<file path="config.mk">
export PLATFORM = sky130hd
export DESIGN_NAME = arith_unit
export DESIGN_NICKNAME = d
export VERILOG_FILES = /design/src/design/arith_pkg.sv /design/src/design/op_capture.sv /design/src/design/mult_pipe.sv /design/src/design/div_core.sv /design/src/design/result_format.sv /design/src/design/arith_unit.sv
export SDC_FILE = /design/constraint.sdc
export NUM_CORES = 1
export LEC_CHECK = 0
export BUFFER_PORTS_ARGS = -buffer_cell sky130_fd_sc_hd__clkbuf_2
export CAP_MARGIN = 20
export CELL_PAD_IN_SITES_DETAIL_PLACEMENT = 1
export CELL_PAD_IN_SITES_GLOBAL_PLACEMENT = 1
export CORE_MARGIN = 2
export CORE_UTILIZATION = 51
export CTS_BUF_LIST = sky130_fd_sc_hd__clkbuf_2 sky130_fd_sc_hd__clkbuf_4 sky130_fd_sc_hd__clkbuf_8
export DETAILED_ROUTE_END_ITERATION = 8
export HOLD_SLACK_MARGIN = 0.12
export PLACE_DENSITY = 0.94
export SETUP_SLACK_MARGIN = 0.2
export SYNTH_ARGS = -nofsm -noshare
export SYNTH_HDL_FRONTEND = slang
export SYNTH_SLANG_ARGS = --single-unit
</file>
<file path="constraint.sdc">
create_clock -name clk -period 5.6 [get_ports clk]
set_input_delay 0 -clock clk [delete_from_list [all_inputs] [get_ports clk]]
set_output_delay 0 -clock clk [all_outputs]
set_load 0.01 [all_outputs]
</file>
<file path="src/design/arith_pkg.sv">
package arith_pkg;

  // Operand and result width
  localparam int WIDTH = 16;

  // Width of the opcode field
  localparam int OP_WIDTH = 2;

  // Multiplier splits the right operand at this bit for its partial products
  localparam int MUL_SPLIT = WIDTH / 2;

  // Cycles from the accepting edge to the edge that raises done
  localparam int MUL_LATENCY = 2;

  // One load edge, WIDTH iteration edges, one finish edge minus the load
  localparam int DIV_LATENCY = WIDTH + 1;

  // Wide enough to count from zero up to WIDTH iterations
  localparam int DIV_COUNT_WIDTH = $clog2(WIDTH + 1);

  // Operation select
  // The fourth encoding is reserved and never accepted
  typedef enum logic [OP_WIDTH-1:0] {
    OP_MUL  = 2'd0,
    OP_DIVU = 2'd1,
    OP_DIVS = 2'd2
  } op_t;

endpackage

</file>
<file path="src/design/op_capture.sv">
module op_capture import arith_pkg::*; (
  input  logic             clk,
  input  logic             reset,
  input  logic             go,
  input  op_t              op,
  input  logic [WIDTH-1:0] left,
  input  logic [WIDTH-1:0] right,
  input  logic             div_running,
  output logic             busy,
  output logic             mul_go,
  output logic [WIDTH-1:0] mul_left,
  output logic [WIDTH-1:0] mul_right,
  output logic             div_go,
  output logic [WIDTH-1:0] div_left,
  output logic [WIDTH-1:0] div_right,
  output logic             div_signed,
  output logic             left_neg,
  output logic             right_neg,
  output logic [WIDTH-1:0] right_mag
);

  logic             op_valid;
  logic             is_div;
  logic             is_signed;
  logic             accept;
  logic [WIDTH-1:0] left_abs;
  logic [WIDTH-1:0] right_abs;

  // Opcode decode
  always_comb begin
    op_valid  = 1'b0;
    is_div    = 1'b0;
    is_signed = 1'b0;
    case (op)
      OP_MUL: begin
        op_valid = 1'b1;
      end
      OP_DIVU: begin
        op_valid = 1'b1;
        is_div   = 1'b1;
      end
      OP_DIVS: begin
        op_valid  = 1'b1;
        is_div    = 1'b1;
        is_signed = 1'b1;
      end
      default: begin
        op_valid = 1'b0;
      end
    endcase
  end

  // The divider raises running on the accepting edge itself,
  // so its flag already covers the whole divide
  assign busy = div_running;

  assign accept = go && op_valid && !busy;
  assign mul_go = accept && !is_div;
  assign div_go = accept && is_div;

  // Magnitudes, 0x8000 maps onto itself and is read as unsigned
  assign left_abs  = left[WIDTH-1] ? -left : left;
  assign right_abs = right[WIDTH-1] ? -right : right;

  assign mul_left  = left;
  assign mul_right = right;
  assign div_left  = is_signed ? left_abs : left;
  assign div_right = is_signed ? right_abs : right;

  // Sign state for the output correction, kept until the next divide
  always_ff @(posedge clk) begin
    if (reset) begin
      div_signed <= 1'b0;
      left_neg   <= 1'b0;
      right_neg  <= 1'b0;
    end else if (div_go) begin
      div_signed <= is_signed;
      left_neg   <= left[WIDTH-1];
      right_neg  <= right[WIDTH-1];
    end
  end

  always_ff @(posedge clk) begin
    if (div_go) begin
      right_mag <= right_abs;
    end
  end

endmodule

</file>
<file path="src/design/mult_pipe.sv">
module mult_pipe import arith_pkg::*; (
  input  logic             clk,
  input  logic             reset,
  input  logic             mul_go,
  input  logic [WIDTH-1:0] mul_left,
  input  logic [WIDTH-1:0] mul_right,
  output logic             mul_done,
  output logic [WIDTH-1:0] mul_result
);

  // Stage one, registered operands
  logic                       op_valid;
  logic [WIDTH-1:0]           op_a;
  logic [WIDTH-1:0]           op_b;

  // Partial products of the low result half
  logic                       pp_valid;
  logic [WIDTH-1:0]           pp_lo;
  logic [WIDTH-MUL_SPLIT-1:0] pp_hi;

  // Valid bits walk alongside the data, one product may enter each cycle
  always_ff @(posedge clk) begin
    if (reset) begin
      op_valid <= 1'b0;
      pp_valid <= 1'b0;
      mul_done <= 1'b0;
    end else begin
      op_valid <= mul_go;
      pp_valid <= op_valid;
      mul_done <= pp_valid;
    end
  end

  always_ff @(posedge clk) begin
    if (mul_go) begin
      op_a <= mul_left;
      op_b <= mul_right;
    end
  end

  // Only the low WIDTH bits are kept, so the upper partial product
  // needs just the bits that land below WIDTH
  always_ff @(posedge clk) begin
    if (op_valid) begin
      pp_lo <= op_a * op_b[MUL_SPLIT-1:0];
      pp_hi <= op_a[WIDTH-MUL_SPLIT-1:0] * op_b[WIDTH-1:MUL_SPLIT];
    end
  end

  // Stage two, product held until the next one arrives
  always_ff @(posedge clk) begin
    if (pp_valid) begin
      mul_result <= pp_lo + {pp_hi, {MUL_SPLIT{1'b0}}};
    end
  end

endmodule

</file>
<file path="src/design/div_core.sv">
module div_core import arith_pkg::*; (
  input  logic             clk,
  input  logic             reset,
  input  logic             div_go,
  input  logic [WIDTH-1:0] div_left,
  input  logic [WIDTH-1:0] div_right,
  output logic             div_running,
  output logic             div_done,
  output logic [WIDTH-1:0] div_quotient,
  output logic [WIDTH-1:0] div_remainder
);

  logic [WIDTH-1:0]           dividend;
  logic [2*WIDTH-2:0]         divisor;
  logic [WIDTH-1:0]           quotient;
  logic [WIDTH-1:0]           quotient_msk;
  logic [DIV_COUNT_WIDTH-1:0] iter_count;
  logic                       step;
  logic                       fits;
  logic                       finished;

  // One quotient bit per running cycle until all WIDTH bits are resolved
  assign step = div_running && (iter_count != DIV_COUNT_WIDTH'(WIDTH));

  // Mask has shifted out its last bit, the loop is over
  assign finished = div_running && (quotient_msk == '0);

  assign fits = divisor <= {{(WIDTH-1){1'b0}}, dividend};

  always_ff @(posedge clk) begin
    if (reset) begin
      div_running <= 1'b0;
      div_done    <= 1'b0;
      iter_count  <= '0;
    end else begin
      div_done <= finished;
      if (div_go) begin
        div_running <= 1'b1;
        iter_count  <= '0;
      end else if (finished) begin
        div_running <= 1'b0;
      end else if (step) begin
        iter_count <= iter_count + 1'b1;
      end
    end
  end

  // Restoring loop
  // A zero divisor always fits, giving all ones and an untouched dividend
  always_ff @(posedge clk) begin
    if (div_go) begin
      dividend     <= div_left;
      divisor      <= {{(WIDTH-1){1'b0}}, div_right} << (WIDTH - 1);
      quotient_msk <= {1'b1, {(WIDTH-1){1'b0}}};
      quotient     <= '0;
    end else if (step) begin
      if (fits) begin
        // Upper divisor bits are zero whenever it fits
        dividend <= dividend - divisor[WIDTH-1:0];
        quotient <= quotient | quotient_msk;
      end
      divisor      <= divisor >> 1;
      quotient_msk <= quotient_msk >> 1;
    end
  end

  // Results stay put until the next divide finishes
  always_ff @(posedge clk) begin
    if (finished) begin
      div_quotient  <= quotient;
      div_remainder <= dividend;
    end
  end

endmodule

</file>
<file path="src/design/result_format.sv">
module result_format import arith_pkg::*; (
  input  logic             mul_done,
  input  logic [WIDTH-1:0] mul_result,
  input  logic             div_done,
  input  logic [WIDTH-1:0] div_quotient,
  input  logic [WIDTH-1:0] div_remainder,
  input  logic             div_signed,
  input  logic             left_neg,
  input  logic             right_neg,
  input  logic [WIDTH-1:0] right_mag,
  output logic             done,
  output logic [WIDTH-1:0] result,
  output logic [WIDTH-1:0] remainder
);

  logic             signs_differ;
  logic [WIDTH-1:0] quot_signed;
  logic [WIDTH-1:0] rem_adjusted;
  logic [WIDTH-1:0] rem_signed;

  // Busy keeps the two units from finishing together
  assign done = mul_done | div_done;

  assign signs_differ = left_neg ^ right_neg;

  // Quotient truncates toward zero
  assign quot_signed = signs_differ ? -div_quotient : div_quotient;

  // Fold the magnitude remainder into the divisor's range,
  // then give it the divisor's sign
  assign rem_adjusted = (signs_differ && (div_remainder != '0)) ?
                        right_mag - div_remainder : div_remainder;
  assign rem_signed   = right_neg ? -rem_adjusted : rem_adjusted;

  always_comb begin
    if (mul_done) begin
      result    = mul_result;
      remainder = '0;
    end else if (div_signed) begin
      result    = quot_signed;
      remainder = rem_signed;
    end else begin
      result    = div_quotient;
      remainder = div_remainder;
    end
  end

endmodule

</file>
<file path="src/design/arith_unit.sv">
module arith_unit import arith_pkg::*; (
  input  logic             clk,
  input  logic             reset,
  input  logic             go,
  input  op_t              op,
  input  logic [WIDTH-1:0] left,
  input  logic [WIDTH-1:0] right,
  output logic             done,
  output logic             busy,
  output logic [WIDTH-1:0] result,
  output logic [WIDTH-1:0] remainder
);

  // Multiplier path
  logic             mul_go;
  logic [WIDTH-1:0] mul_left;
  logic [WIDTH-1:0] mul_right;
  logic             mul_done;
  logic [WIDTH-1:0] mul_result;

  // Divider path
  logic             div_go;
  logic [WIDTH-1:0] div_left;
  logic [WIDTH-1:0] div_right;
  logic             div_running;
  logic             div_done;
  logic [WIDTH-1:0] div_quotient;
  logic [WIDTH-1:0] div_remainder;

  // Sign state for the signed divide
  logic             div_signed;
  logic             left_neg;
  logic             right_neg;
  logic [WIDTH-1:0] right_mag;

  op_capture u_capture (
    .clk         (clk),
    .reset       (reset),
    .go          (go),
    .op          (op),
    .left        (left),
    .right       (right),
    .div_running (div_running),
    .busy        (busy),
    .mul_go      (mul_go),
    .mul_left    (mul_left),
    .mul_right   (mul_right),
    .div_go      (div_go),
    .div_left    (div_left),
    .div_right   (div_right),
    .div_signed  (div_signed),
    .left_neg    (left_neg),
    .right_neg   (right_neg),
    .right_mag   (right_mag)
  );

  mult_pipe u_mult (
    .clk        (clk),
    .reset      (reset),
    .mul_go     (mul_go),
    .mul_left   (mul_left),
    .mul_right  (mul_right),
    .mul_done   (mul_done),
    .mul_result (mul_result)
  );

  div_core u_div (
    .clk           (clk),
    .reset         (reset),
    .div_go        (div_go),
    .div_left      (div_left),
    .div_right     (div_right),
    .div_running   (div_running),
    .div_done      (div_done),
    .div_quotient  (div_quotient),
    .div_remainder (div_remainder)
  );

  result_format u_format (
    .mul_done      (mul_done),
    .mul_result    (mul_result),
    .div_done      (div_done),
    .div_quotient  (div_quotient),
    .div_remainder (div_remainder),
    .div_signed    (div_signed),
    .left_neg      (left_neg),
    .right_neg     (right_neg),
    .right_mag     (right_mag),
    .done          (done),
    .result        (result),
    .remainder     (remainder)
  );

endmodule

</file>
==> results of run 1 <==
-- sequential cells by signal, summed over array words and instances (netlist names), 8 cells and up --
register             count
u_mult.pp_lo            16
u_div.quotient          16
u_mult.op_b             16
u_div.div_remainder     16
u_div.divisor           31
u_mult.pp_hi             8
u_mult.op_a             16
u_div.dividend          16
u_capture.right_mag     16
u_div.quotient_msk      16
u_mult.mul_result       16
u_div.div_quotient      16
-- power by group through the flow --
stage          registers [mW]  clock network (mW)  logic, mW
2_1_floorplan            1.96                   0       1.26
3_3_place_gp             2.01                   0       1.59
3_5_place_dp             2.02                   0       1.76
4_1_cts                  2.00                1.68       1.84
5_1_grt                  2.00                1.78       2.10
6_report                 1.99                1.70       1.92
-- per-stage QoR --
stage / instances / utilization (%) / setup slack [ps]
6_report: 2141 / 58.8 / 261
5_1_grt: 2141 / 58.8 / 48.5
4_1_cts: 2116 / 58.0 / 249
3_5_place_dp: 2011 / 54.0 / 455
3_3_place_gp: 2011 / 54.0 / 787
2_1_floorplan: 1604 / - / 1020
-- worst min path at each step --
stage | from | to | cells past startpoint
floorplan | reset | u_mult.mul_done | 1
global placement | left[14] | u_mult.op_a[14] | 1
detailed placement | left[9] | u_mult.op_a[9] | 1
CTS | op[1] | u_capture.div_signed | 5
global route | op[1] | u_capture.div_signed | 5
finish | op[1] | u_capture.div_signed | 5
-- worst min-delay path, delay by kind of cell --
kind            cells  cell delay (ps)
fa+ha+maj           1              190
buf+inv             2              310
compound gates      1               70
simple gates        1              100
-- area by class of cell --
cell class | count | area, um^2
well taps | 390 | 488
fillers | 3306 | 12200
multi-input cells | 1138 | 8560
flip-flops and latches | 212 | 5770
clock buffers | 62 | 753
clock inverters | 10 | 109
repair buffers | 136 | 966
inverters | 192 | 721
diodes | 1 | 2.50
-- routing by layer --
layer,up-vias,global-route usage (%)
met3,264,5.82
met5,-,0
met1,6555,38.1
met2,748,59.8
li1,5728,-
met4,2,17.9
-- layout by cell type, fill, tap and decap left out, types with 16 or more instances in the layout --
cell / n
sky130_fd_sc_hd__dfxtp_1: 59
sky130_fd_sc_hd__a21oi_1: 55
sky130_fd_sc_hd__inv_1: 192
sky130_fd_sc_hd__dlygate4sd3_1: 33
sky130_fd_sc_hd__fa_1: 75
sky130_fd_sc_hd__nand2_1: 184
sky130_fd_sc_hd__clkbuf_2: 71
sky130_fd_sc_hd__nand3_1: 21
sky130_fd_sc_hd__nor3_1: 30
sky130_fd_sc_hd__clkbuf_4: 16
sky130_fd_sc_hd__a22oi_1: 17
sky130_fd_sc_hd__a21o_1: 21
sky130_fd_sc_hd__clkbuf_8: 46
sky130_fd_sc_hd__xnor2_1: 73
sky130_fd_sc_hd__nor2_1: 80
sky130_fd_sc_hd__o21ai_0: 100
sky130_fd_sc_hd__ha_1: 101
sky130_fd_sc_hd__or3_1: 19
sky130_fd_sc_hd__xor2_1: 46
sky130_fd_sc_hd__a22o_1: 18
sky130_fd_sc_hd__and2_1: 94
sky130_fd_sc_hd__buf_4: 30
sky130_fd_sc_hd__edfxtp_1: 152
-- timing repair --
action | 4_1_cts | 5_1_grt
endpoints found under the hold margin | 89 | 0
resized for setup | 0 | 4
hold buffers | 33 | 0
setup endpoints to repair | 0 | 3
setup buffers | 0 | 22
-- cell families after synthesis --
kind of cell               Yosys count  share of synthesized area, %
AOI/OAI and AO/OA                  321                          13.6
xor gates and xnor gates           120                          6.93
adders and majority gates          176                          18.1
buffers and inverters              254                          6.35
DFF                                212                          37.7
muxes                               11                         0.753
and+or+nand+nor                    510                          16.6
==> impl_metrics.sql, run 1 <==
INSERT INTO impl_metrics (metric_group, metric, value, unit) VALUES
('synthesis', 'synth-seq-cells', '212', ''),
('setup_path', 'cp_data_arrival_time', '5650', 'ps'),
('die', 'design.portCount', '71', ''),
('clock_tree', 'tritoncts', 'yes', ''),
('sta', 'tightest_pin_transition', '1190', 'ps'),
('pwr', 'power', '5.62', 'mW'),
('setup_path', 'timing.critical_path.buf_inv', '4', ''),
('sta', 'final_slew_viol_count', '0', ''),
('placed_design', 'dp_hpwl', '35400', 'um'),
('die', 'die-area', '31400', 'um^2'),
('sta', 'setup_tns', '0', 'ps'),
('drt', 'met3_wirelength', '4080', 'um'),
('setup_path', 'cp_common_cell', 'sky130_fd_sc_hd__ha_1', ''),
('die', 'placementRows', '63', ''),
('global_routing', 'wire_length_of_the_first_global_routing_pass', '80500', 'um'),
('pwr', 'pwr-share-seq', '35.5', '%'),
('setup_path', 'crit-reg2reg-launch', 'u_mult.op_a[0]', ''),
('drt', 'drt-pass1-iter-count', '6', ''),
('drt', 'route.vias.total', '13297', ''),
('pwr', 'power.switching', '2.03', 'mW'),
('sta', 'setup_repair_after_global_routing_missed_its_margin', 'false', ''),
('global_routing', 'globalRouteTotalUtil', '33.5', '%'),
('sta', 'fin_hold_ws', '173', 'ps'),
('setup_path', 'rrSetupSlack', '260', 'ps'),
('drt', 'detail_route.wirelength', '54200', 'um'),
('placed_design', 'routabilityCongestion', '0.896', ''),
('clock_tree', 'clock_latency', '590', 'ps'),
('synthesis', 'synth_largest_area_cell', 'sky130_fd_sc_hd__edfxtp_1', ''),
('setup_path', 'cp_slowest_cell', 'sky130_fd_sc_hd__fa_1', ''),
('setup_path', 'worstSetupEndpoint', 'u_mult.pp_lo[14]', ''),
('drt', 'wl_per_cell', '25.3', 'um'),
('sta', 'hold_violations', '0', ''),
('synthesis', 'syn_area', '15300', 'um^2'),
('pwr', 'design_internal_power', '3.59', 'mW'),
('sta', 'setup_violations', '0', ''),
('synthesis', 'yosys_warnings', '0', ''),
('pwr', 'share_comb_of_total_power', '34.2', '%'),
('die', 'floorplan.die.width', '177', 'um'),
('drt', 'detailedRoute.firstIterationViolations', '1245', ''),
('setup_path', 'critPathLaunchType', 'flip-flop', ''),
('run', 'drv.max_cap_violation_count', '0', ''),
('hold_path', 'timing.hold.worst.class', 'input port to flip-flop', ''),
('synthesis', 'syn_inst', '1604', ''),
('setup_path', 'timing.critical_path.from', 'u_mult.op_a[0]', ''),
('global_routing', 'grt_antenna_before_repair', '2', ''),
('pwr', 'clock_power_share', '30.2', '%'),
('run_status', 'result_of_the_run', 'finished, final reports clean', ''),
('setup_path', 'endpoint_of_the_lowest_slack_register_to_register_path', 'u_mult.pp_lo[14]', ''),
('synthesis', 'synth.most_common_cell', 'sky130_fd_sc_hd__inv_1', ''),
('setup_path', 'timing.critical_path.max_delay_family', 'adder cells', ''),
('sta', 'max-slew-margin-rel', '20.3', '%'),
('setup_path', 'required_worst_endpoint', '5910', 'ps'),
('placed_design', 'placed_area', '16000', 'um^2'),
('clock_tree', 'cts_max_path_buffers', '3', ''),
('drt', 'post-route-drc-count', '0', ''),
('die', 'initial_core_util', '51.7', '%'),
('setup_path', 'worst_r2r_path_depth', '19', ''),
('clock_tree', 'numCtsBuffers', '39', ''),
('global_routing', 'pin_count_of_the_biggest_net_entering_global_routing', '59', ''),
('synthesis', 'count_of_flip_flops_with_a_built_in_enable_after_synthesis', '152', ''),
('die', 'die_height', '177', 'um'),
('sta', 'clock_skew', '41.0', 'ps'),
('clock_tree', 'cts_root_buffer', 'sky130_fd_sc_hd__clkbuf_8', ''),
('global_routing', 'via_count_of_the_first_global_routing_pass', '14352', ''),
('clock_tree', 'cts.sink_count', '212', ''),
('layout', 'drive_above_1_share', '10.9', '%'),
('synthesis', 'async_reset_ff_share', '0', '%'),
('pwr', 'p_leak', '7.17', 'nW'),
('setup_path', 'crit_fanout', '8', ''),
('sta', 'finalWorstPathRequiredPeriod', '5340', 'ps'),
('layout', 'final_area', '17400', 'um^2');
Note: power is estimated with default switching activity, not from simulation.
==> inputs of run 2 (changes only) <==
--- a/config.mk
+++ b/config.mk
@@ -10,12 +10,13 @@
 export CELL_PAD_IN_SITES_DETAIL_PLACEMENT = 1
 export CELL_PAD_IN_SITES_GLOBAL_PLACEMENT = 1
 export CORE_MARGIN = 2
-export CORE_UTILIZATION = 51
-export CTS_BUF_LIST = sky130_fd_sc_hd__clkbuf_2 sky130_fd_sc_hd__clkbuf_4 sky130_fd_sc_hd__clkbuf_8
+export CORE_UTILIZATION = 49
+export CTS_BUF_LIST = sky130_fd_sc_hd__clkbuf_16
 export DETAILED_ROUTE_END_ITERATION = 8
 export HOLD_SLACK_MARGIN = 0.12
-export PLACE_DENSITY = 0.94
+export PLACE_DENSITY = 0.91
 export SETUP_SLACK_MARGIN = 0.2
+export SKIP_CTS_REPAIR_TIMING = 1
 export SYNTH_ARGS = -nofsm -noshare
 export SYNTH_HDL_FRONTEND = slang
 export SYNTH_SLANG_ARGS = --single-unit
==> impl_metrics.sql, run 2 (synthesis gave the netlist of run 1 again) <==
INSERT INTO impl_metrics (metric_group, metric, value, unit) VALUES
('layout', 'layout.cells.most_common', 'sky130_fd_sc_hd__inv_1', ''),
('die', 'initial_core_util', '49.8', '%'),
('die', 'floorplan.die.width', '181', 'um'),
('clock_tree', 'numCtsBuffers', '24', ''),
('layout', 'layout.cells.non_filler', '2096', ''),
('placed_design', 'placed_area', '15900', 'um^2'),
('hold_path', 'timing.hold.worst.class', 'input port to flip-flop', ''),
('placed_design', 'dp_hpwl', '34100', 'um'),
('placed_design', 'dp_worst_setup_slack', '553', 'ps'),
('setup_path', 'endpoint_of_the_lowest_slack_register_to_register_path', 'u_mult.pp_lo[15]', ''),
('clock_tree', 'cts_max_path_buffers', '3', ''),
('sta', 'hold_violations', '0', ''),
('sta', 'setup_violations', '0', ''),
('run', 'drv.max_cap_violation_count', '0', ''),
('global_routing', 'globalRouteTotalUtil', '27.8', '%'),
('sta', 'setup_repair_after_global_routing_missed_its_margin', 'false', ''),
('global_routing', 'pin_count_of_the_biggest_net_entering_global_routing', '59', ''),
('placed_design', 'routabilityCongestion', '0.911', ''),
('setup_path', 'required_worst_endpoint', '5850', 'ps'),
('layout', 'highest_count_cells_in_the_layout_ignoring_fill_and_taps', 'sky130_fd_sc_hd__inv_1 (196), sky130_fd_sc_hd__nand2_1 (184), sky130_fd_sc_hd__edfxtp_1 (152)', ''),
('drt', 'drt-pass1-iter-count', '5', ''),
('die', 'placementRows', '64', ''),
('pwr', 'power', '5.38', 'mW'),
('hold_path', 'min_from', 'go', ''),
('global_routing', 'wire_length_of_the_first_global_routing_pass', '72000', 'um'),
('global_routing', 'globalRoute.totalOverflow', '0', ''),
('sta', 'clock_skew', '12.4', 'ps'),
('pwr', 'vdd.ir_drop.worst', '0.000217', 'V'),
('layout', 'seq_area', '5770', 'um^2'),
('setup_path', 'critPathLaunchType', 'flip-flop', ''),
('hold_path', 'hold_end', 'u_mult.op_b[12]', ''),
('die', 'standard_cell_core_area', '30700', 'um^2'),
('clock_tree', 'cts_root_buffer', 'sky130_fd_sc_hd__clkbuf_16', ''),
('run_status', 'result_of_the_run', 'finished, final reports clean', ''),
('layout', 'fillCellCount', '3450', ''),
('setup_path', 'cp_data_arrival_time', '5330', 'ps'),
('layout', 'finish.net_count', '1894', ''),
('pwr', 'power_per_cell_area', '314', 'nW/um^2'),
('die', 'die_height', '181', 'um'),
('clock_tree', 'cts_max_level', '1', ''),
('global_routing', 'via_count_of_the_first_global_routing_pass', '13272', ''),
('sta', 'max-slew-margin-rel', '31.7', '%'),
('layout', 'drive_above_1_share', '7.83', '%'),
('clock_tree', 'clock_latency', '530', 'ps'),
('drt', 'ant_nets', '0', ''),
('setup_path', 'crit_fanout', '16', ''),
('layout', 'largest_reg_flops', '31', ''),
('drt', 'detail_route.wirelength', '46600', 'um'),
('sta', 'tightest_pin_transition', '1020', 'ps'),
('drt', 'routed_via_density', '5.94', ''),
('sta', 'setup_tns', '0', 'ps'),
('hold_path', 'hold_path_depth', '3', ''),
('global_routing', 'grt_antenna_before_repair', '1', ''),
('layout', 'multiInputGateArea', '8560', 'um^2'),
('pwr', 'p_leak', '7.02', 'nW'),
('drt', 'wl_per_cell', '22.2', 'um'),
('layout', 'final_area', '17100', 'um^2'),
('drt', 'post-route-drc-count', '0', ''),
('setup_path', 'worst_r2r_path_depth', '16', ''),
('sta', 'fin_ws', '529', 'ps'),
('sta', 'achievable-frequency', '0.197', 'GHz'),
('drt', 'route.vias.total', '12456', ''),
('setup_path', 'rrSetupSlack', '530', 'ps'),
('clock_tree', 'clk_pin_slew', '70', 'ps'),
('layout', 'area_growth_syn_to_layout', '12.2', '%'),
('clock_tree', 'cts.sink_count', '212', ''),
('clock_tree', 'tritoncts', 'yes', ''),
('sta', 'finalWorstPathRequiredPeriod', '5070', 'ps'),
('drt', 'detailedRoute.firstIterationViolations', '1017', ''),
('die', 'die-area', '32600', 'um^2'),
('placed_design', 'numPortBuffers', '70', ''),
('setup_path', 'cp-end-kind', 'flip-flop', ''),
('die', 'design.portCount', '71', ''),
('sta', 'share_of_the_clock_period_used_by_the_worst_path', '90.5', '%'),
('placed_design', 'placed_cells', '2015', ''),
('setup_path', 'crit-reg2reg-launch', 'u_mult.op_a[0]', ''),
('setup_path', 'critPathKind', 'flip-flop to flip-flop', ''),
('sta', 'final_slew_viol_count', '0', ''),
('layout', 'largest_register', 'u_div.divisor', '');
-- run 2: cell types whose count changed in the layout (fill, tap and decap cells not counted), moves of 4 or more --
cell / delta
sky130_fd_sc_hd__buf_4: -23
sky130_fd_sc_hd__clkbuf_16: +28
sky130_fd_sc_hd__clkbuf_4: -16
sky130_fd_sc_hd__clkbuf_8: -46
sky130_fd_sc_hd__inv_1: +4
-- run 2: worst max path at each step --
stage                        to  cells past startpoint           start
5_1_grt        u_mult.pp_lo[15]                     16  u_mult.op_a[0]
3_5_place_dp   u_mult.pp_lo[15]                     16  u_mult.op_a[0]
2_1_floorplan  u_mult.pp_lo[15]                     17  u_mult.op_a[0]
4_1_cts        u_mult.pp_lo[15]                     16  u_mult.op_a[0]
6_report       u_mult.pp_lo[15]                     16  u_mult.op_a[0]
3_3_place_gp   u_mult.pp_lo[15]                     16  u_mult.op_a[0]
-- run 2: area by class of cell --
| type | count | share of cell area, % |
|---|---|---|
| antenna | 1 | 0.0146 |
| tap | 396 | 2.89 |
| timing repair buffer | 113 | 4.76 |
| clock inverter | 16 | 0.482 |
| multi-input combinational | 1138 | 49.9 |
| clock buffer | 28 | 4.09 |
| inverter | 192 | 4.20 |
| sequential | 212 | 33.6 |
-- run 2: per-layer routing --
| layer | vias to the layer above | global-route usage [%] | wire length, um |
|---|---|---|---|
| met5 | - | 0 | 0 |
| met4 | 0 | 11.7 | 1860 |
| met3 | 124 | 3.60 | 2640 |
| met2 | 449 | 48.6 | 23700 |
| met1 | 6238 | 34.7 | 18400 |
| li1 | 5645 | - | - |
-- run 2: per-stage QoR --
stage	hold WS, ps	util [%]
6_report	215	55.9
5_1_grt	223	55.9
4_1_cts	-299	54.5
3_5_place_dp	252	52.0
3_3_place_gp	241	52.0
2_1_floorplan	71.6	-
-- run 2: power by group --
part           leakage (nW)  switching, mW  internal [mW]  total (mW)
Clock                 0.411          0.691          0.898        1.59
Combinational          4.72           1.07          0.736        1.80
Sequential             1.89          0.110           1.88        1.99
-- run 2: critical path, stage by stage (launching register included) --
cell                       delay (ps)
sky130_fd_sc_hd__edfxtp_1         640
sky130_fd_sc_hd__nand2_1          170
sky130_fd_sc_hd__fa_1             530
sky130_fd_sc_hd__fa_1             570
sky130_fd_sc_hd__inv_1             60
sky130_fd_sc_hd__fa_1             530
sky130_fd_sc_hd__inv_1             60
sky130_fd_sc_hd__fa_1             540
sky130_fd_sc_hd__inv_1             40
sky130_fd_sc_hd__ha_1             330
sky130_fd_sc_hd__a21boi_0         160
sky130_fd_sc_hd__o21ai_0          230
sky130_fd_sc_hd__a21boi_0         160
sky130_fd_sc_hd__o21ai_0          220
sky130_fd_sc_hd__a21oi_1          110
sky130_fd_sc_hd__o41ai_1          330
sky130_fd_sc_hd__xnor2_1          100
